**config.mk**
```make
export PLATFORM = sky130hd
export DESIGN_NAME = icache_refill_flat
export DESIGN_NICKNAME = d
export VERILOG_FILES = /design/src/common/fetch_pkg.sv /design/src/common/ifill_if.sv /design/src/icache/icache_refill.sv /design/src/flat_wrapper.sv
export SDC_FILE = /design/constraint.sdc
export NUM_CORES = 1
export LEC_CHECK = 0
export ABC_AREA = 0
export BUFFER_PORTS_ARGS = -buffer_cell sky130_fd_sc_hd__buf_2
export CAP_MARGIN = 20
export CORE_AREA = 8 8 267 269
export DETAILED_ROUTE_END_ITERATION = 8
export DIE_AREA = 0 0 275 277
export GPL_ROUTABILITY_DRIVEN = 0
export GPL_TIMING_DRIVEN = 0
export PLACE_DENSITY_LB_ADDON = 0.25
export SLEW_MARGIN = 20
export SYNTH_ARGS = -nofsm -noshare
export SYNTH_HDL_FRONTEND = slang
export SYNTH_SLANG_ARGS = --single-unit
```
**constraint.sdc**
```tcl
create_clock -name CLK -period 1.6 [get_ports CLK]
set_clock_uncertainty 0.1 [all_clocks]
set_input_delay 0 -clock CLK [delete_from_list [all_inputs] [get_ports CLK]]
set_output_delay 0 -clock CLK [all_outputs]
set_load 0.02 [all_outputs]
```
**src/common/fetch_pkg.sv**
```systemverilog
// Shared definitions for the instruction-fetch subsystem.
// Widths, address-field helpers and the cache controller states.
// Every RTL block takes this package by a wildcard import.

package fetch_pkg;

    // ------------------------------------------------------------------
    // Widths and types
    // ------------------------------------------------------------------
    typedef logic [39:0]  addr_t;
    typedef logic [31:0]  paddr_t;
    typedef logic [25:0]  block_addr_t;
    typedef logic [127:0] beat_t;
    typedef logic [1:0]   beat_idx_t;
    typedef logic [511:0] line_t;
    typedef logic [31:0]  insn_t;
    typedef logic [23:0]  brom_addr_t;

    localparam int        BEATS_PER_LINE = 4;
    // Grant beat that carries the acknowledge
    localparam beat_idx_t LAST_BEAT      = 2'd3;

    // Cache controller states
    typedef enum logic [2:0] {
        IDLE,
        LOOKUP,
        MISS,
        FILL,
        FLUSH
    } icache_state_e;

    // ------------------------------------------------------------------
    // Address field helpers
    // ------------------------------------------------------------------
    // Physical address is the low part with translation off
    function automatic paddr_t paddr_of(addr_t addr);
        return addr[31:0];
    endfunction

    function automatic block_addr_t block_of(paddr_t paddr);
        return paddr[31:6];
    endfunction

    // Which 128-bit quarter of the line holds the word
    function automatic beat_idx_t quarter_of(paddr_t paddr);
        return paddr[5:4];
    endfunction

    function automatic brom_addr_t brom_addr_of(addr_t addr);
        return addr[25:2];
    endfunction

    function automatic beat_t line_quarter(line_t line, beat_idx_t q);
        return line[q * $bits(beat_t) +: $bits(beat_t)];
    endfunction

    function automatic insn_t block_word(beat_t blk, logic [1:0] w);
        return blk[w * $bits(insn_t) +: $bits(insn_t)];
    endfunction

endpackage

```
**src/common/ifill_if.sv**
```systemverilog
// Line refill handshake between the cache controller and the refill
// engine. fill_req and fill_done are single-cycle pulses, fill_line is
// only meaningful while fill_done is high.

interface ifill_if import fetch_pkg::*; ();

    // Controller side
    logic        fill_req;
    block_addr_t fill_block;

    // Refill engine side
    logic        fill_done;
    line_t       fill_line;
    logic        fill_busy;

    modport ctrl (
        output fill_req,
        output fill_block,
        input  fill_done,
        input  fill_line,
        input  fill_busy
    );

    modport refill (
        input  fill_req,
        input  fill_block,
        output fill_done,
        output fill_line,
        output fill_busy
    );

endinterface

```
**src/icache/icache_refill.sv**
```systemverilog
// Refill engine. Sends one L2 acquire per miss, gathers the four grant
// beats into a line and hands it back with fill_done. The grant port
// is always ready.

module icache_refill import fetch_pkg::*; (
    input  logic        CLK,
    input  logic        RST,
    ifill_if.refill     fill,

    output logic        mem_acquire_valid_o,
    output block_addr_t mem_acquire_block_o,
    input  logic        mem_grant_valid_i,
    input  beat_idx_t   mem_grant_beat_i,
    input  beat_t       mem_grant_data_i,

    output logic        pmu_imiss_time_o
);

    logic                             acq_valid_q;
    block_addr_t                      acq_block_q;
    logic                             busy_q;
    logic                             done_q;
    beat_idx_t                        exp_beat_q;
    beat_t [BEATS_PER_LINE-1:0]       beats_q;
    logic                             last_grant;

    // Beat 3 is the acknowledge
    assign last_grant = mem_grant_valid_i && (mem_grant_beat_i == LAST_BEAT);

    // ------------------------------------------------------------------
    // Miss tracking
    // ------------------------------------------------------------------
    always_ff @(posedge CLK or negedge RST) begin
        if (!RST) begin
            acq_valid_q <= 1'b0;
            busy_q      <= 1'b0;
            done_q      <= 1'b0;
            exp_beat_q  <= '0;
        end else begin
            acq_valid_q <= fill.fill_req && !busy_q;
            done_q      <= last_grant;
            if (fill.fill_req && !busy_q) begin
                busy_q     <= 1'b1;
                exp_beat_q <= '0;
            end else begin
                if (done_q) begin
                    busy_q <= 1'b0;
                end
                if (mem_grant_valid_i) begin
                    exp_beat_q <= exp_beat_q + 2'd1;
                end
            end
        end
    end

    // Block address and line assembly
    always_ff @(posedge CLK) begin
        if (fill.fill_req && !busy_q) begin
            acq_block_q <= fill.fill_block;
        end
        if (mem_grant_valid_i) begin
            beats_q[mem_grant_beat_i] <= mem_grant_data_i;
        end
    end

    assign mem_acquire_valid_o = acq_valid_q;
    assign mem_acquire_block_o = acq_block_q;
    assign fill.fill_done      = done_q;
    assign fill.fill_line      = beats_q;
    assign fill.fill_busy      = busy_q;
    assign pmu_imiss_time_o    = busy_q;

    a_no_idle_grant: assert property (@(posedge CLK) disable iff (!RST)
        mem_grant_valid_i |-> busy_q);

    a_beat_order: assert property (@(posedge CLK) disable iff (!RST)
        mem_grant_valid_i |-> mem_grant_beat_i == exp_beat_q);

endmodule

```
**src/flat_wrapper.sv**
```systemverilog
// flat-port wrapper written by rule: the top's interface ports become plain ports
module icache_refill_flat import fetch_pkg::*;
  (CLK, RST, mem_acquire_valid_o, mem_acquire_block_o, mem_grant_valid_i, mem_grant_beat_i, mem_grant_data_i, pmu_imiss_time_o, fill_fill_req, fill_fill_block, fill_fill_done, fill_fill_line, fill_fill_busy);
  ifill_if fill_i ();
  input  logic CLK;
  input  logic RST;
  output logic mem_acquire_valid_o;
  output block_addr_t mem_acquire_block_o;
  input  logic mem_grant_valid_i;
  input  beat_idx_t mem_grant_beat_i;
  input  beat_t mem_grant_data_i;
  output logic pmu_imiss_time_o;
  input wire logic [$bits(fill_i.fill_req)-1:0] fill_fill_req;
  input wire logic [$bits(fill_i.fill_block)-1:0] fill_fill_block;
  output wire logic [$bits(fill_i.fill_done)-1:0] fill_fill_done;
  output wire logic [$bits(fill_i.fill_line)-1:0] fill_fill_line;
  output wire logic [$bits(fill_i.fill_busy)-1:0] fill_fill_busy;
  assign fill_i.fill_req = fill_fill_req;
  assign fill_i.fill_block = fill_fill_block;
  assign fill_fill_done = fill_i.fill_done;
  assign fill_fill_line = fill_i.fill_line;
  assign fill_fill_busy = fill_i.fill_busy;
  icache_refill u_core (.CLK(CLK), .RST(RST), .fill(fill_i), .mem_acquire_valid_o(mem_acquire_valid_o), .mem_acquire_block_o(mem_acquire_block_o), .mem_grant_valid_i(mem_grant_valid_i), .mem_grant_beat_i(mem_grant_beat_i), .mem_grant_data_i(mem_grant_data_i), .pmu_imiss_time_o(pmu_imiss_time_o));
endmodule
```
==> flow_summary.ini, run 1 <==
[drt]
totalWireLength_um = 49800
first_pass_iters = 4
vias = 9337
drt-initial-drc-count = 505
drc = 0
ant_nets = 0
vias_per_cell = 3.83
wl_per_cell_um = 20.4

[floorplanning]
initial_core_util_pct = 24.4
rows = 95
ios = 702
coreArea_um2 = 66800
dieArea_um2 = 76200
die_w_um = 275
fp.dieH_um = 277

[timing]
final_max_slew_viol_count = 0
setup_violations = 0
fin_crit_ns = 1.56
fmax_ghz = 0.641
rsz0062_at_grt = false
whs_ns = -0.231
tightestPinTransition_ns = 0.782
post-route-period-util_pct = 97.6
hold_viol = 24
relSlewSlack_pct = 47.7

[yosys]
synth_nets = 710
yosysWarnings = 0
syn_area_per_cell_um2 = 29.6
synth_area_leader_cell = edfxtp_1
yosys_register_bits = 541
syn_inst = 550
syn-cell-area_um2 = 16300
synthTopCellsByArea = edfxtp_1, dfrtp_1, nor2b_4, and3b_1, a21o_1
synth_top_area_share_pct = 99.2
ys_types = 11
synth_seq_area_share_pct = 99.6

[setup_path]
startpoint = mem_grant_valid_i
cp_data_arrival_time_ns = 1.68
cp.required_ns = 1.72
startpoint_type = input port
end_kind = flip-flop
worst-setup-path-type = input port to flip-flop
crit_path_end = u_core.fill.fill_line[92]
timing.rr.end = u_core.mem_acquire_block_o[16]
critical_path.max_fanout = 10
worstReg2RegStart = u_core.fill.fill_busy
worst-r2r-setup-slack_ns = 0.08
reg2regPathDepth = 1

[min_path]
hold_path_class = input port to flip-flop

[final_layout]
nets = 1680
drive_above_1_share_pct = 52.5
final_util_pct = 37.5
final_cells = 2438
areaGrowthSynthToFinish_pct = 53.8

[clocking]
clk_latency_ns = 0.58
htreeDepth = 2
clockBufferDepth = 3
cts_sinks = 541
ctsResizeCount = 0
cts_root_buf = clkbuf_16
cts_tree = yes
cts_buffers = 56
cts.clk_slew.worst_paths_ns = 0.06

[placed_design]
port_buffers = 701
dp.cells = 2149
dpl.hpwl_um = 36800

[global_routing]
grtUsageTotal_pct = 12.1
grt_pass1_wl_um = 68400
overflow = 0
grt_max_degree = 44
grt_pass1_vias = 9802
antenna_found_initial = 5

[run_status]
violations = negative hold slack
status = finished with violations

[power_and_ir_drop]
power_switching_mw = 7.29
p_int_mw = 25.1
p_leak_nw = 9.67
peakVddDrop_uv = 824
pwr-share-clk_pct = 39.7
swShare_pct = 22.5
combPwrFrac_pct = 8.9
p_seq_share_pct = 51.3
p_per_area_nw_per_um2 = 1290

[run]
drv_cap = 0
metal layers:
layer  global-route usage (%)  share of wire, %  vias up
met4                     4.28               2.8        4
met3                     4.77                10       90
met2                     22.4                53      443
met5                        0             0.054        -
met1                     12.1                34     4586
li1                         -                 -     4214
cell families (layout without fill, tap and decap cells):
kind of cell,after synthesis,after routing,share of synthesized area [%]
flops,541,541,99.6
simple gates,6,7,0.269
buf+inv,2,1014,0.0691
compound gates,1,1,0.0461
other cells,0,2,0
synthesized netlist by cell type:
cell,n
buf_4,1
dfrtp_1,3
nand2_1,1
and3_1,1
nor2_1,1
edfxtp_1,538
inv_1,1
a21o_1,1
nor2b_4,1
and3b_1,1
nor3b_1,1
sequential cells by signal, indices dropped and copies added (netlist names):
register / flops
u_core.fill.fill_busy: 1
u_core.fill.fill_done: 1
u_core.fill.fill_line: 512
u_core.mem_acquire_block_o: 26
u_core.mem_acquire_valid_o: 1
worst max-delay path, cell delays in order:
cell and delay, ns:
buf_2 0.16, nor3b_4 0.28, buf_4 0.17, buf_6 0.11, dlygate4sd3_1 0.95
how the worst min path moves through the flow:
stage,to,startpoint,depth (start not counted),slack [ns]
6_report,u_core.fill.fill_line[212],mem_grant_beat_i[1],2,-0.23
5_1_grt,u_core.fill.fill_line[227],mem_grant_beat_i[1],2,-0.26
4_1_cts,u_core.fill.fill_line[212],mem_grant_beat_i[1],2,-0.28
3_5_place_dp,u_core.mem_acquire_valid_o,RST,1,-0.30
3_3_place_gp,u_core.fill.fill_busy,RST,1,-0.30
2_1_floorplan,u_core.fill.fill_busy,RST,0,-0.40
metrics by stage:
step / setup TNS (ns) / instance area [um^2] / total power, mW / worst slack, ns
after floorplan: -410.31 / 16300 / 18.1 / -2.20
after global placement: -1273.21 / 20900 / 19.4 / -5.15
after detailed placement: -59.82 / 21400 / 19.5 / -0.695
after CTS: 0 / 25000 / 32.9 / 0.0392
after global routing: 0 / 25100 / 33.5 / 0.000192
final: 0 / 25100 / 32.4 / 0.0389
layout by cell type, fill, tap and decap left out, types with 4 or more instances in the layout:
| cell type | Yosys | routed |
|---|---|---|
| edfxtp_1 | 538 | 538 |
| bufinv_16 | 0 | 7 |
| buf_2 | 0 | 701 |
| buf_12 | 0 | 7 |
| inv_6 | 0 | 4 |
| dlygate4sd3_1 | 0 | 183 |
| clkinv_1 | 0 | 5 |
| clkbuf_16 | 0 | 57 |
| clkbuf_1 | 0 | 11 |
| buf_6 | 0 | 10 |
| buf_16 | 0 | 5 |
| clkinv_2 | 0 | 13 |
layout make-up:
cell class | instances | area [um^2]
Antenna cell | 2 | 5.00
Buffer | 1 | 7.51
Clock buffer | 68 | 1470
Clock inverter | 33 | 360
Fill cell | 6214 | 41700
Inverter | 1 | 3.75
Multi-Input combinational cell | 8 | 104
Sequential cell | 541 | 16200
Tap cell | 873 | 1090
Timing Repair Buffer | 911 | 5790
power by group through the flow:
stage / clock [mW] / sequential (mW) / combinational [mW]
after detailed placement: 0 / 16.9 / 2.57
after CTS: 13.3 / 16.6 / 2.94
final: 12.9 / 16.6 / 2.89
after global routing: 13.8 / 16.7 / 3.05
after global placement: 0 / 16.9 / 2.46
after floorplan: 0 / 17.9 / 0.223
what timing repair did:
action / CTS / global route
gates cloned: 0 / 1
hold buffers: 180 / 4
setup endpoints to repair: 10 / 37
buffers inserted: 2 / 0
pin swaps: 0 / 0
hold endpoints to repair: 674 / 48
No activity file was read; power rests on OpenSTA's default activity.
==> run 2: changes to the inputs <==
- CORE_AREA: 8 8 267 269 -> 2 2 277 279
- DIE_AREA: 0 0 275 277 -> 0 0 279 281
==> run 2 against run 1 <==
Effect of this change:
- the flow still finishes with violations (negative hold slack)
- utilization down 4.1 points
- combinational power about the same
- global-route usage fell by 0.45 points
- die area up 2.9%
- cell count up 4.6%
- clock power down 5%
- sequential power about the same
- first-iteration DRC count down 11%
- non-clock buffer count increased by 8
- critical endpoint is now u_core.fill.fill_line[111]
- largest cell class unchanged
- highest routed layer unchanged
==> flow_summary.ini, run 2 (same netlist as run 1, synthesis figures left out) <==
[global_routing]
antenna_found_initial = 4
grtUsageTotal_pct = 11.7
overflow = 0
grt_pass1_wl_um = 67300
grt_pass1_vias = 10100
grt_max_degree = 43

[final_layout]
regArea_um2 = 16200
final_cell_mix = buf_2, edfxtp_1, dlygate4sd3_1, clkbuf_16, clkinv_1
multi_input_area_um2 = 104
drive_above_1_share_pct = 51.7
largest_reg_flops = 512
areaGrowthSynthToFinish_pct = 54.6
layout_commonest_cell = buf_2
final_cells = 2551
nets = 1689
fin_area_um2 = 25200
fill_cells = 7299

[floorplanning]
coreArea_um2 = 75400
die_w_um = 279
dieArea_um2 = 78400
rows = 101
initial_core_util_pct = 21.6
ios = 702
fp.dieH_um = 281

[setup_path]
reg2regPathDepth = 1
crit_path_end = u_core.fill.fill_line[111]
cp_data_arrival_time_ns = 1.68
worst-r2r-setup-slack_ns = 0.08
startpoint = mem_grant_valid_i
startpoint_type = input port
worst-setup-path-type = input port to flip-flop
timing.rr.end = u_core.mem_acquire_block_o[22]
worstReg2RegStart = u_core.fill.fill_busy
end_kind = flip-flop
critical_path.max_fanout = 10
cp.required_ns = 1.73

[drt]
drc = 0
wl_per_cell_um = 19.2
wl_met3_um = 4010
drt-initial-drc-count = 450
ant_nets = 0
vias_per_cell = 3.73
wl_met1_um = 17500
top_layer_used = met5
totalWireLength_um = 49000
vias = 9510
dr_wl_met2_um = 25800
first_pass_iters = 6

[min_path]
hold_path_class = input port to flip-flop
hold_depth = 2

[run]
drv_cap = 0

[timing]
setup_violations = 0
fin_tns_setup_ns = 0
relSlewSlack_pct = 54.5
fin_crit_ns = 1.55
whs_ns = -0.201
fmax_ghz = 0.645
rsz0062_at_grt = false
hold_viol = 50
post-route-period-util_pct = 96.9
final_max_slew_viol_count = 0
tightestPinTransition_ns = 0.679

[clocking]
clockBufferDepth = 3
cts.clk_slew.worst_paths_ns = 0.06
clk_latency_ns = 0.60
cts_sinks = 541
cts_buffers = 57
cts_tree = yes
ctsResizeCount = 0
cts_root_buf = clkbuf_16
htreeDepth = 2

[placed_design]
port_buffers = 701
dp.cells = 2255
dpl.hpwl_um = 34300
post_dp_cell_area_um2 = 21500

[power_and_ir_drop]
p_seq_share_pct = 52.3
p_int_mw = 24.4
combPwrFrac_pct = 9.1
swShare_pct = 23.2
power_switching_mw = 7.40
p_leak_nw = 9.66
peakVddDrop_uv = 1020
p_per_area_nw_per_um2 = 1260
pwr-share-clk_pct = 38.6

[run_status]
status = finished with violations
violations = negative hold slack
run 2: what timing repair did:
action	CTS	global route
setup endpoints to repair	20	0
endpoints found under the hold margin	680	54
setup buffers	1	0
hold buffers	186	5
run 2: worst min path at each step:
stage | startpoint | end | slack (ns)
3_3_place_gp | RST | u_core.fill.fill_busy | -0.29
4_1_cts | mem_grant_beat_i[1] | u_core.fill.fill_line[135] | -0.24
5_1_grt | mem_grant_beat_i[1] | u_core.fill.fill_line[234] | -0.21
6_report | mem_grant_beat_i[1] | u_core.fill.fill_line[135] | -0.20
2_1_floorplan | RST | u_core.fill.fill_busy | -0.40
3_5_place_dp | RST | u_core.fill.fill_busy | -0.29
run 2: cell type report:
class                      instances  share of cell area, %
timing repair buffer             919                   23.5
clock inverter                    34                  0.973
buffer                             1                 0.0298
clock buffer                      68                   5.82
sequential                       541                   64.4
antenna                            1                0.00993
inverter                           1                 0.0149
tap                              978                   4.86
multi-input combinational          8                  0.412
run 2: through the flow:
stage / worst slack (ns) / util (%) / power, mW
6_report: 0.0501 / 33.4 / 31.8
4_1_cts: 0.0355 / 33.3 / 32.3
2_1_floorplan: -2.20 / - / 18.1
3_5_place_dp: -0.801 / 28.6 / 19.5
5_1_grt: 0.00774 / 33.4 / 33.0
3_3_place_gp: -5.27 / 27.9 / 19.4
run 2: critical path, stage by stage:
cell and delay, ns:
buf_2 0.16, nor3b_4 0.30, buf_6 0.15, buf_6 0.11, dlygate4sd3_1 0.96
run 2: power by group through the flow:
stage / clock, mW / combinational (mW) / sequential, mW
finish: 12.3 / 2.91 / 16.6
global route: 13.2 / 3.07 / 16.7
CTS: 12.7 / 2.94 / 16.6
floorplan: 0 / 0.223 / 17.9
global placement: 0 / 2.43 / 17.0
detailed placement: 0 / 2.56 / 16.9
run 2: metal layers:
metal	GRT usage, %	vias up
met3	4.16	96
met1	12.2	4732
met5	0	-
li1	-	4240
met2	21.3	436
met4	4.66	6
