==> src/common/fetch_pkg.sv <==
// Shared definitions for the instruction-fetch subsystem.
// Widths, address-field helpers and the cache controller states.
// Every RTL block takes this package by a wildcard import.

package fetch_pkg;

    // ------------------------------------------------------------------
    // Widths and types
    // ------------------------------------------------------------------
    typedef logic [39:0]  addr_t;
    typedef logic [31:0]  paddr_t;
    typedef logic [25:0]  block_addr_t;
    typedef logic [127:0] beat_t;
    typedef logic [1:0]   beat_idx_t;
    typedef logic [511:0] line_t;
    typedef logic [31:0]  insn_t;
    typedef logic [23:0]  brom_addr_t;

    localparam int        BEATS_PER_LINE = 4;
    // Grant beat that carries the acknowledge
    localparam beat_idx_t LAST_BEAT      = 2'd3;

    // Cache controller states
    typedef enum logic [2:0] {
        IDLE,
        LOOKUP,
        MISS,
        FILL,
        FLUSH
    } icache_state_e;

    // ------------------------------------------------------------------
    // Address field helpers
    // ------------------------------------------------------------------
    // Physical address is the low part with translation off
    function automatic paddr_t paddr_of(addr_t addr);
        return addr[31:0];
    endfunction

    function automatic block_addr_t block_of(paddr_t paddr);
        return paddr[31:6];
    endfunction

    // Which 128-bit quarter of the line holds the word
    function automatic beat_idx_t quarter_of(paddr_t paddr);
        return paddr[5:4];
    endfunction

    function automatic brom_addr_t brom_addr_of(addr_t addr);
        return addr[25:2];
    endfunction

    function automatic beat_t line_quarter(line_t line, beat_idx_t q);
        return line[q * $bits(beat_t) +: $bits(beat_t)];
    endfunction

    function automatic insn_t block_word(beat_t blk, logic [1:0] w);
        return blk[w * $bits(insn_t) +: $bits(insn_t)];
    endfunction

endpackage

==> src/common/icache_if.sv <==
// Request and response signals between the fetch port and the cache
// controller. One request in flight, response is a single-cycle pulse
// carrying the quarter line that holds the requested word.

interface icache_if import fetch_pkg::*; ();

    // Request, fetch port to cache
    logic   req_valid;
    paddr_t req_paddr;
    logic   req_ready;

    // Response, cache to fetch port
    logic   resp_valid;
    beat_t  resp_block;

    modport port (
        output req_valid,
        output req_paddr,
        input  req_ready,
        input  resp_valid,
        input  resp_block
    );

    modport cache (
        input  req_valid,
        input  req_paddr,
        output req_ready,
        output resp_valid,
        output resp_block
    );

endinterface

==> src/verilog/fetch_port.sv <==
// Fetch-stage side of the subsystem. Accepts one request at a time,
// routes it to the boot ROM or the instruction cache, picks the word
// out of the returned quarter line and holds it until the fetch stage
// takes it.

module fetch_port import fetch_pkg::*; (
    input  logic       CLK,
    input  logic       RST,

    input  logic       fetch_req_valid_i,
    input  addr_t      fetch_req_addr_i,
    output logic       fetch_req_ready_o,
    output logic       fetch_resp_valid_o,
    output insn_t      fetch_resp_insn_o,
    input  logic       fetch_resp_ready_i,

    input  logic       boot_mode_i,
    input  logic       brom_ready_i,
    input  logic       brom_resp_valid_i,
    input  insn_t      brom_resp_data_i,
    output logic       brom_req_valid_o,
    output brom_addr_t brom_req_addr_o,

    icache_if.port     ic
);

    logic       pend_q;
    logic       route_boot_q;
    logic [1:0] word_sel_q;
    logic       resp_valid_q;
    insn_t      resp_insn_q;
    logic       brom_valid_q;
    brom_addr_t brom_addr_q;
    logic       port_free;
    logic       accept;
    logic       boot_resp;
    logic       cache_resp;

    // Free only with nothing outstanding and nothing held
    assign port_free         = !pend_q && !resp_valid_q;
    assign fetch_req_ready_o = port_free && (boot_mode_i || ic.req_ready);
    assign accept            = fetch_req_valid_i && fetch_req_ready_o;

    // Cache request goes out in the same cycle as the fetch request
    assign ic.req_valid = fetch_req_valid_i && port_free && !boot_mode_i;
    assign ic.req_paddr = paddr_of(fetch_req_addr_i);

    assign boot_resp  = pend_q && route_boot_q && brom_resp_valid_i;
    assign cache_resp = pend_q && !route_boot_q && ic.resp_valid;

    // ------------------------------------------------------------------
    // Control state
    // ------------------------------------------------------------------
    always_ff @(posedge CLK or negedge RST) begin
        if (!RST) begin
            pend_q       <= 1'b0;
            resp_valid_q <= 1'b0;
            brom_valid_q <= 1'b0;
        end else begin
            if (accept) begin
                pend_q <= 1'b1;
            end else if (boot_resp || cache_resp) begin
                pend_q <= 1'b0;
            end

            if (boot_resp || cache_resp) begin
                resp_valid_q <= 1'b1;
            end else if (fetch_resp_ready_i) begin
                resp_valid_q <= 1'b0;
            end

            // Boot ROM request held until the ROM is ready
            if (accept && boot_mode_i) begin
                brom_valid_q <= 1'b1;
            end else if (brom_ready_i) begin
                brom_valid_q <= 1'b0;
            end
        end
    end

    // Request fields and response payload
    always_ff @(posedge CLK) begin
        if (accept) begin
            route_boot_q <= boot_mode_i;
            word_sel_q   <= fetch_req_addr_i[3:2];
            brom_addr_q  <= brom_addr_of(fetch_req_addr_i);
        end
        if (boot_resp) begin
            resp_insn_q <= brom_resp_data_i;
        end else if (cache_resp) begin
            resp_insn_q <= block_word(ic.resp_block, word_sel_q);
        end
    end

    assign fetch_resp_valid_o = resp_valid_q;
    assign fetch_resp_insn_o  = resp_insn_q;
    assign brom_req_valid_o   = brom_valid_q;
    assign brom_req_addr_o    = brom_addr_q;

    // Held response does not change until taken
    a_resp_hold: assert property (@(posedge CLK) disable iff (!RST)
        resp_valid_q && !fetch_resp_ready_i |=> resp_valid_q && $stable(resp_insn_q));

endmodule

==> src/flat_wrapper.sv <==
// flat-port wrapper written by rule: the top's interface ports become plain ports
module fetch_port_flat import fetch_pkg::*;
  (CLK, RST, fetch_req_valid_i, fetch_req_addr_i, fetch_req_ready_o, fetch_resp_valid_o, fetch_resp_insn_o, fetch_resp_ready_i, boot_mode_i, brom_ready_i, brom_resp_valid_i, brom_resp_data_i, brom_req_valid_o, brom_req_addr_o, ic_req_valid, ic_req_paddr, ic_req_ready, ic_resp_valid, ic_resp_block);
  icache_if ic_i ();
  input  logic CLK;
  input  logic RST;
  input  logic fetch_req_valid_i;
  input  addr_t fetch_req_addr_i;
  output logic fetch_req_ready_o;
  output logic fetch_resp_valid_o;
  output insn_t fetch_resp_insn_o;
  input  logic fetch_resp_ready_i;
  input  logic boot_mode_i;
  input  logic brom_ready_i;
  input  logic brom_resp_valid_i;
  input  insn_t brom_resp_data_i;
  output logic brom_req_valid_o;
  output brom_addr_t brom_req_addr_o;
  output wire logic [$bits(ic_i.req_valid)-1:0] ic_req_valid;
  output wire logic [$bits(ic_i.req_paddr)-1:0] ic_req_paddr;
  input wire logic [$bits(ic_i.req_ready)-1:0] ic_req_ready;
  input wire logic [$bits(ic_i.resp_valid)-1:0] ic_resp_valid;
  input wire logic [$bits(ic_i.resp_block)-1:0] ic_resp_block;
  assign ic_req_valid = ic_i.req_valid;
  assign ic_req_paddr = ic_i.req_paddr;
  assign ic_i.req_ready = ic_req_ready;
  assign ic_i.resp_valid = ic_resp_valid;
  assign ic_i.resp_block = ic_resp_block;
  fetch_port u_core (.CLK(CLK), .RST(RST), .fetch_req_valid_i(fetch_req_valid_i), .fetch_req_addr_i(fetch_req_addr_i), .fetch_req_ready_o(fetch_req_ready_o), .fetch_resp_valid_o(fetch_resp_valid_o), .fetch_resp_insn_o(fetch_resp_insn_o), .fetch_resp_ready_i(fetch_resp_ready_i), .boot_mode_i(boot_mode_i), .brom_ready_i(brom_ready_i), .brom_resp_valid_i(brom_resp_valid_i), .brom_resp_data_i(brom_resp_data_i), .brom_req_valid_o(brom_req_valid_o), .brom_req_addr_o(brom_req_addr_o), .ic(ic_i));
endmodule
==> config.mk <==
export PLATFORM = sky130hd
export DESIGN_NAME = fetch_port_flat
export DESIGN_NICKNAME = d
export VERILOG_FILES = /design/src/common/fetch_pkg.sv /design/src/common/icache_if.sv /design/src/verilog/fetch_port.sv /design/src/flat_wrapper.sv
export SDC_FILE = /design/constraint.sdc
export NUM_CORES = 1
export LEC_CHECK = 0
export BUFFER_PORTS_ARGS = -buffer_cell sky130_fd_sc_hd__buf_2
export CORE_AREA = 3 3 114 116
export DETAILED_ROUTE_END_ITERATION = 7
export DIE_AREA = 0 0 117 119
export HOLD_SLACK_MARGIN = 0.12
export SLEW_MARGIN = 20
export SYNTH_ARGS = -nofsm -noshare
export SYNTH_HDL_FRONTEND = slang
export SYNTH_SLANG_ARGS = --single-unit
==> constraint.sdc <==
create_clock -name CLK -period 3.3 [get_ports CLK]
set_input_delay 0.165 -clock CLK [delete_from_list [all_inputs] [get_ports CLK]]
set_output_delay 0.165 -clock CLK [all_outputs]
set_load 0.05 [all_outputs]
==> flow_summary.json, run 1 <==
{
  "outcome": "complete, no violations",
  "grt_use_total_pct": 14.8,
  "area_delta_synth_final_pct": 61.2,
  "yosys.area_share.simple_pct": 0.991,
  "hold_violations": 0,
  "yosys.area_share.adder_pct": 0,
  "worstPathRequired_ns": 3.38,
  "regArea_um2": 1790,
  "synth.net_count": 390,
  "worst_slack_ns": 1.18,
  "tns_ns": 0,
  "synth_xor_area_share_pct": 0,
  "yosys_warnings": 0,
  "numCtsBuffers": 9,
  "root_buffer": "clkbuf_16",
  "die-area_um2": 13900,
  "min_from": "brom_resp_data_i[29]",
  "htreeDepth": 3,
  "ioPinCount": 301,
  "viasPerCell": 4.44,
  "postRouteAntennaNets": 0,
  "routabilityCongestion": 0.762,
  "reg2reg_from": "u_core.brom_req_addr_o[0]",
  "synth.cell_area_um2": 3410,
  "drive_gt1_share_pct": 75.5,
  "core_area_um2": 12000,
  "syn_area_per_cell_um2": 18.8,
  "dieHeight_um": 119,
  "hp-class": "input port to flip-flop",
  "synth-compound-area-share_pct": 0.624,
  "ys_seq_elements": 60,
  "startpoint": "u_core.brom_req_addr_o[0]",
  "vias": 2790,
  "syn_inst": 181,
  "place.port_buffers": 276,
  "cp-end-kind": "flip-flop",
  "dpl.hpwl_mm": 7.95,
  "layout.nets": 686,
  "grt_max_degree": 34,
  "synthMuxAreaShare_pct": 35.5,
  "wl_per_cell_um": 16.8,
  "rows": 40,
  "ys_types": 19,
  "path_class": "flip-flop to flip-flop",
  "min_period_ns": 2.12,
  "synth-edff-count": 57,
  "cts_tree": "done",
  "pre_cts_ws_ns": 1.15,
  "fin_skew_ns": 0.00560,
  "ir_drop_mv": 0.279,
  "antennaDiodeCount": 0,
  "drv_cap": 0,
  "seq_area_frac_synth_pct": 52.4,
  "p_leak_nw": 2.58,
  "clk_transition_reported_paths_ns": 0.06,
  "synth_top_family_by_area": "multiplexers",
  "clk_path_buf_depth": 2,
  "relSlewSlack_pct": 32.6,
  "setup_viol": 0,
  "grt_pass1_vias": 3041,
  "finalMaxSlewViolations": 0,
  "overflow": 0,
  "multiInputGateArea_um2": 1280,
  "fin_crit_sh_pct": 64.1,
  "nFillCells": 1088,
  "worstSetupStartpointType": "flip-flop",
  "clk_latency_ns": 0.33,
  "dr.pass1.iters": 4,
  "grt_pass1_wl_mm": 15.2,
  "dr.first_iter.drc_count": 82,
  "drc_errors": 0,
  "synth_flop_cell": "edfxtp_1",
  "die_w_um": 117,
  "p_per_area_nw_per_um2": 571,
  "grt_antenna_before_repair": 0,
  "async_reset_ff_share_pct": 5.00,
  "clock_sinks": 60,
  "start_util_pct": 28.4,
  "fmax_ghz": 0.472,
  "postCtsResizedCells": 0,
  "cp.arrival_ns": 2.20,
  "wl_mm": 10.6,
  "worst-path-max-fanout": 22,
  "rsz0062_at_grt": "false",
  "tightest_slew_ns": 1.01
}
## routing by layer
layer  GRT usage (%)  up-vias  share of wire (%)
met4            8.17        0                2.8
met1            13.6     1294                 34
met2            28.0      176                 54
met5               0        -                  0
met3            4.32       22                8.7
li1                -     1298                  -
## worst paths after layout
check                                                to  slack, ns  depth (start not counted)
hold / removal             u_core.fetch_resp_insn_o[29]       0.14                          2
min in group asynchronous                 u_core.pend_q       0.17                          2
hold reg to reg                           u_core.pend_q       0.59                          1
max in group asynchronous       u_core.brom_req_valid_o       3.01                          2
setup reg to reg           u_core.fetch_resp_insn_o[31]       1.18                          3
setup / recovery           u_core.fetch_resp_insn_o[31]       1.18                          3
## state kept, by name, indices dropped and copies added, names as in the netlist
| signal | flops |
|---|---|
| u_core.brom_req_addr_o | 24 |
| u_core.brom_req_valid_o | 1 |
| u_core.fetch_resp_insn_o | 32 |
| u_core.fetch_resp_valid_o | 1 |
| u_core.pend_q | 1 |
| u_core.route_boot_q | 1 |
## Yosys cell counts, types with 2 or more instances
library cell	n	area (um^2)
buf_12	3	60.1
buf_2	5	25.0
buf_4	32	240
dfrtp_1	3	75.1
edfxtp_1	57	1710
inv_1	4	15.0
mux2_2	2	22.5
mux2_4	30	450
mux4_1	2	52.6
mux4_2	30	676
nor2_1	4	15.0
o22ai_1	2	12.5
## per-stage QoR
step	instances	hold WS (ns)	instance area (um^2)	utilization [%]	total power [W]
floorplan	181	-0.131	3410	-	0.00183
global placement	568	-0.0259	4710	39.2	0.00205
detailed placement	568	-0.0228	4710	39.2	0.00206
CTS	629	0.120	5490	45.7	0.00318
global route	629	0.125	5490	45.7	0.00327
finish	629	0.139	5490	45.7	0.00313
## power breakdown
group          internal [W]  leakage [nW]  total (W)  switching, W
registers          0.000981         0.566    0.00102     0.0000362
clock network      0.000703         0.158    0.00105      0.000351
logic              0.000419          1.85    0.00106      0.000645
## critical path, cell delays in order (launching register included)
cell and delay [ns]:
edfxtp_1 0.68, buf_12 0.28, mux4_1 0.61, mux2_2 0.28
## logic make-up after synthesis
| kind of cell | count (synthesis) |
|---|---|
| and+or+nand+nor | 7 |
| muxes | 65 |
| DFF | 60 |
| AOI/OAI and AO/OA | 3 |
| buffers and inverters | 46 |
## cell usage in the layout, fill, tap and decap left out
cell,netlist,final
buf_12,3,1
buf_2,5,276
buf_4,32,5
bufinv_16,0,2
clkbuf_16,0,9
clkbuf_8,0,2
clkinv_4,0,1
clkinvlp_4,0,2
dfrtp_1,3,3
dlygate4sd3_1,0,45
edfxtp_1,57,57
inv_1,4,4
mux2_2,2,2
mux2_4,30,30
mux2i_1,1,1
mux4_1,2,2
mux4_2,30,30
nand3_2,0,1
nor2_1,4,2
nor2_2,0,1
nor2_4,0,1
nor3_1,1,1
o22ai_1,2,2
o2bb2ai_1,1,1
or3b_2,1,1
## timing repair
item | in CTS | in global routing
buffers inserted | 0 | 0
setup endpoints to repair | 0 | 0
endpoints found under the hold margin | 46 | 0
hold buffers | 45 | 0
## area by class of cell
| cell class | count | share of cell area (%) |
|---|---|---|
| inverter | 4 | 0.273 |
| clock buffer | 11 | 4.60 |
| multi-input combinational | 75 | 23.3 |
| tap | 147 | 3.35 |
| sequential | 60 | 32.5 |
| timing repair buffer | 327 | 34.4 |
| clock inverter | 5 | 1.53 |
No activity file was read; power rests on OpenSTA's default activity.
==> run 2: changes to the inputs <==
==> constraint.sdc (replaced) <==
create_clock -name CLK -period 2.01 [get_ports CLK]
set_input_delay 0.1005 -clock CLK [delete_from_list [all_inputs] [get_ports CLK]]
set_output_delay 0.1005 -clock CLK [all_outputs]
set_load 0.05 [all_outputs]
==> run 2 against run 1 <==
Design area increased by 3.0%. Utilization up 1.4 points. Global-route usage rose by 0.59 points. First-iteration DRC count shrank 8.5%. Via count grew 3.3%. Total power grew 54%. Sequential power rose by 63%. Sequential share of layout area is 0.94 points lower. Register-to-register slack got worse by 0.95 ns. Critical path depth did not move. Die area is the same. Clock skew decreased by 0.00099 ns. Critical path type is now flip-flop to output port. Largest power group unchanged.
==> flow_summary.json, run 2 (synthesis gave the netlist of run 1 again) <==
{
  "dr.pass1.iters": 4,
  "numCtsBuffers": 9,
  "reg2reg_to": "u_core.fetch_resp_insn_o[31]",
  "grt_pass1_wl_mm": 16.1,
  "whs_ns": 0.189,
  "relSlewSlack_pct": 72.4,
  "cts_tree": "done",
  "rows": 40,
  "fin_skew_ns": 0.00461,
  "root_buffer": "clkbuf_16",
  "path_class": "flip-flop to output port",
  "ff2ff_setup_slack_ns": 0.23,
  "die-area_um2": 13900,
  "holdPathEnd": "u_core.pend_q",
  "r2r_cells": 3,
  "cp_num_buf_inv": 1,
  "path_cells": "or3b_2 -> nor2_1 -> buf_2",
  "tightest_slew_ns": 0.403,
  "worstPathRequired_ns": 1.91,
  "routabilityCongestion": 0.766,
  "place.port_buffers": 276,
  "ir_drop_mv": 0.342,
  "vias": 2881,
  "start_util_pct": 28.4,
  "dieHeight_um": 119,
  "grt_antenna_before_repair": 3,
  "drc_errors": 0,
  "crit_slowest_cell": "or3b_2",
  "post-cts-setup-buffers": 0,
  "core_area_um2": 12000,
  "layout_commonest_cell": "buf_2",
  "clk_transition_reported_paths_ns": 0.05,
  "htreeDepth": 3,
  "whs_path_depth": 3,
  "hold_violations": 0,
  "overflow": 0,
  "tns_ns": 0,
  "drive_gt1_share_pct": 72.5,
  "layout_common_cells": "276 x buf_2, 63 x dlygate4sd3_1, 57 x edfxtp_1",
  "viasPerCell": 4.41,
  "wl_mm": 11.0,
  "finalMaxSlewViolations": 0,
  "clk_path_buf_depth": 2,
  "min_from": "ic_resp_valid",
  "cp.arrival_ns": 1.70,
  "die_w_um": 117,
  "ioPinCount": 301,
  "worstSetupStartpointType": "flip-flop",
  "crit_family": "simple AND/OR/NAND/NOR gates",
  "clk_latency_ns": 0.32,
  "nFillCells": 1065,
  "area_delta_synth_final_pct": 65.9,
  "grt_use_total_pct": 15.4,
  "dr.first_iter.drc_count": 75,
  "drv_cap": 0,
  "slowest_delay_ns": 0.56,
  "p_leak_nw": 2.65,
  "fmax_ghz": 0.557,
  "reg2reg_from": "u_core.brom_req_addr_o[0]",
  "setup_viol": 0,
  "fin_crit_sh_pct": 89.4,
  "grt_pass1_vias": 3184,
  "layout.nets": 709,
  "largest_reg_flops": 32,
  "hp-class": "input port to flip-flop",
  "rsz0062_at_grt": "false",
  "postRouteAntennaNets": 0,
  "outcome": "complete, no violations",
  "worst-path-max-fanout": 5,
  "min_period_ns": 1.80,
  "grt_max_degree": 30,
  "cp-end-kind": "output port",
  "p_per_area_nw_per_um2": 856,
  "clock_sinks": 60,
  "wl_per_cell_um": 16.9,
  "dpl.hpwl_mm": 8.52
}
==> run 2: changes by cell type in the layout (fill, tap and decap cells not counted) <==
cell,change
clkinv_1,+1
dlygate4sd3_1,+18
buf_4,+4
diode_2,+1
buf_12,+1
nor2_2,-1
clkbuf_1,+2
nor2_4,+1
bufinv_16,-2
clkinv_4,-1
clkinv_2,+2
clkbuf_8,-2
==> run 2: how the worst max path moves through the flow <==
stage                                          from                      endpoint  cells past startpoint
final                                 u_core.pend_q                  ic_req_valid                      3
after detailed placement  u_core.brom_req_addr_o[0]  u_core.fetch_resp_insn_o[31]                      3
after CTS                             u_core.pend_q                  ic_req_valid                      3
after global routing      u_core.brom_req_addr_o[0]  u_core.fetch_resp_insn_o[31]                      3
after global placement    u_core.brom_req_addr_o[0]  u_core.fetch_resp_insn_o[31]                      3
after floorplan           u_core.brom_req_addr_o[0]  u_core.fetch_resp_insn_o[10]                      4
==> run 2: where the power goes <==
group          internal (W)  switching [W]
clock              0.000825       0.000533
combinational      0.000737        0.00108
sequential          0.00161      0.0000541
total               0.00317        0.00167
==> run 2: area by class of cell <==
| cell class | instances | area, um^2 | area share [%] |
|---|---|---|---|
| sequential | 60 | 1790 | 31.6 |
| tap | 147 | 184 | 3.25 |
| clock buffer | 11 | 233 | 4.12 |
| timing repair buffer | 350 | 2120 | 37.5 |
| multi-input combinational | 75 | 1290 | 22.7 |
| clock inverter | 5 | 28.8 | 0.509 |
| inverter | 4 | 15.0 | 0.265 |
| antenna | 1 | 2.50 | 0.0442 |
==> run 2: metrics by stage <==
stage	cells	instance area, um^2	worst slack [ns]	power (W)	util (%)
6_report	653	5660	0.213	0.00484	47.1
5_1_grt	653	5660	0.122	0.00508	47.1
4_1_cts	652	5650	0.188	0.00492	47.1
3_5_place_dp	573	4760	0.209	0.00343	39.6
3_3_place_gp	573	4760	0.261	0.00340	39.6
2_1_floorplan	181	3420	0.0223	0.00301	-
==> run 2: routing by layer <==
| layer | wire [um] | up-vias | GRT usage [%] |
|---|---|---|---|
| met5 | 26 | - | 0 |
| met3 | 903 | 19 | 4.57 |
| met2 | 6020 | 153 | 28.8 |
| li1 | - | 1342 | - |
| met4 | 241 | 4 | 6.31 |
| met1 | 3830 | 1363 | 15.3 |
==> run 2: repair_timing <==
item	CTS	global route
gates resized for setup	0	0
hold buffers	63	0
hold endpoints to repair	63	0
setup endpoints to repair	0	0
==> run 2: tightest hold or removal path, cell delays in order <==
cell       delay, ns
buf_2           0.08
mux2i_1         0.13
o2bb2ai_1       0.15
==> run 3: changes to the inputs <==
--- a/config.mk
+++ b/config.mk
@@ -6,9 +6,10 @@
 export NUM_CORES = 1
 export LEC_CHECK = 0
 export BUFFER_PORTS_ARGS = -buffer_cell sky130_fd_sc_hd__buf_2
-export CORE_AREA = 3 3 114 116
+export CORE_AREA = 3 3 116 118
+export CTS_BUF_LIST = sky130_fd_sc_hd__clkbuf_8
 export DETAILED_ROUTE_END_ITERATION = 7
-export DIE_AREA = 0 0 117 119
+export DIE_AREA = 0 0 119 121
 export HOLD_SLACK_MARGIN = 0.12
 export SLEW_MARGIN = 20
 export SYNTH_ARGS = -nofsm -noshare
==> run 3 against run 2 <==
Utilization is 1.8 points lower. Design area rose by 0.60%. Count of clock-buffer cells in the layout decreased by 2. Setup slack got worse by 0.053 ns. Global-route usage shrank 0.63 points. Clock power decreased by 12%. Die area up 3.4%. Largest power group unchanged. First-iteration DRC count rose by 64%.
==> flow_summary.json, run 3 (synthesis gave the netlist of run 1 again) <==
{
  "outcome": "complete, no violations",
  "drc_errors": 0,
  "wl_mm": 11.0,
  "rsz0062_at_grt": "false",
  "reg2reg_to": "u_core.brom_req_valid_o",
  "fin_skew_ns": 0.00714,
  "dpl.hpwl_mm": 8.22,
  "grt_use_total_pct": 14.7,
  "clk_latency_ns": 0.34,
  "dr.pass1.iters": 4,
  "tightest_slew_ns": 0.385,
  "r2r_cells": 3,
  "die_w_um": 119,
  "p_leak_nw": 2.64,
  "nFillCells": 1122,
  "grt_pass1_vias": 3129,
  "route.met3.wl_um": 817,
  "routabilityCongestion": 0.769,
  "whs_path_depth": 3,
  "postCtsResizedCells": 0,
  "dr.max_layer_used": "met4",
  "wl_met1_mm": 3.68,
  "reg2reg_from": "u_core.pend_q",
  "die-area_um2": 14400,
  "finalMaxSlewViolations": 0,
  "htreeDepth": 3,
  "place.port_buffers": 276,
  "relSlewSlack_pct": 73.6,
  "overflow": 0,
  "core_area_um2": 12600,
  "clock_sinks": 60,
  "cp-end-kind": "output port",
  "worst_slack_ns": 0.161,
  "layout.nets": 707,
  "p_per_area_nw_per_um2": 828,
  "met2_length_mm": 6.25,
  "area_delta_synth_final_pct": 66.9,
  "fin_crit_sh_pct": 92.0,
  "setup_viol": 0,
  "vias": 2858,
  "ff2ff_setup_slack_ns": 0.24,
  "start_util_pct": 27.1,
  "worst-path-max-fanout": 5,
  "drv_cap": 0,
  "min_from": "ic_resp_valid",
  "rows": 41,
  "drive_gt1_share_pct": 72.8,
  "path_class": "flip-flop to output port",
  "cp.arrival_ns": 1.75,
  "clk_path_buf_depth": 2,
  "grt_max_degree": 34,
  "tns_ns": 0,
  "postRouteAntennaNets": 0,
  "grt_antenna_before_repair": 1,
  "pre_cts_ws_ns": 0.0505,
  "dr.first_iter.drc_count": 123,
  "worstSetupStartpointType": "flip-flop",
  "holdPathEnd": "u_core.pend_q",
  "cts_tree": "done",
  "hold_violations": 0,
  "wl_per_cell_um": 16.2,
  "worstPathRequired_ns": 1.91,
  "ioPinCount": 301,
  "min_period_ns": 1.85,
  "viasPerCell": 4.23,
  "grt_pass1_wl_mm": 16.2,
  "fmax_ghz": 0.541,
  "hp-class": "input port to flip-flop",
  "ir_drop_mv": 0.329,
  "root_buffer": "clkbuf_8",
  "dieHeight_um": 121,
  "layout_common_cells": "276 x buf_2, 63 x dlygate4sd3_1, 57 x edfxtp_1",
  "largest_reg_flops": 32,
  "numCtsBuffers": 9,
  "clk_transition_reported_paths_ns": 0.07,
  "layout_commonest_cell": "buf_2"
}
[run 3: repair_timing]
item	CTS	global route
hold endpoints to repair	63	0
endpoints found under the setup margin	0	2
hold buffers	63	0
buffers inserted	0	1
[run 3: through the flow]
stage	cells	hold slack [ns]	util [%]	cell area [um^2]	total power [W]
2_1_floorplan	181	-0.195	-	3420	0.00301
3_3_place_gp	595	-0.102	38.3	4820	0.00343
3_5_place_dp	595	-0.100	38.3	4820	0.00345
4_1_cts	674	0.127	45.1	5670	0.00478
5_1_grt	676	0.180	45.3	5690	0.00493
6_report	676	0.155	45.3	5690	0.00471
[run 3: worst max-delay path, cell delays in order (launching register included)]
cell and delay (ns):
dfrtp_1 0.43, or3b_2 0.56, nor2_1 0.15, buf_2 0.28
[run 3: per-layer routing]
metal	global-route usage, %	up-vias
li1	-	1338
met1	14.8	1342
met2	28.4	156
met3	4.29	22
met4	5.58	0
met5	0	-
[run 3: where the power goes]
group / leakage [nW] / switching (W) / internal [W]
logic: 1.97 / 0.00109 / 0.000763
clock network: 0.107 / 0.000505 / 0.000693
registers: 0.566 / 0.0000529 / 0.00161
[run 3: cell type report]
class | instances | area, um^2 | share of cell area [%]
clock inverters | 7 | 92.6 | 1.63
well taps | 172 | 215 | 3.78
diodes | 1 | 2.50 | 0.0440
inverters | 4 | 15.0 | 0.264
multi-input cells | 75 | 1290 | 22.6
clock buffers | 9 | 124 | 2.18
flip-flops and latches | 60 | 1790 | 31.4
repair buffers | 348 | 2170 | 38.1
[run 3: how the worst max path moves through the flow]
| stage | start | to |
|---|---|---|
| after floorplan | u_core.brom_req_addr_o[0] | u_core.fetch_resp_insn_o[10] |
| after global placement | u_core.brom_req_addr_o[0] | u_core.fetch_resp_insn_o[22] |
| after detailed placement | u_core.brom_req_addr_o[0] | u_core.fetch_resp_insn_o[22] |
| after CTS | u_core.brom_req_addr_o[0] | u_core.fetch_resp_insn_o[22] |
| after global routing | u_core.pend_q | ic_req_valid |
| final | u_core.pend_q | ic_req_valid |
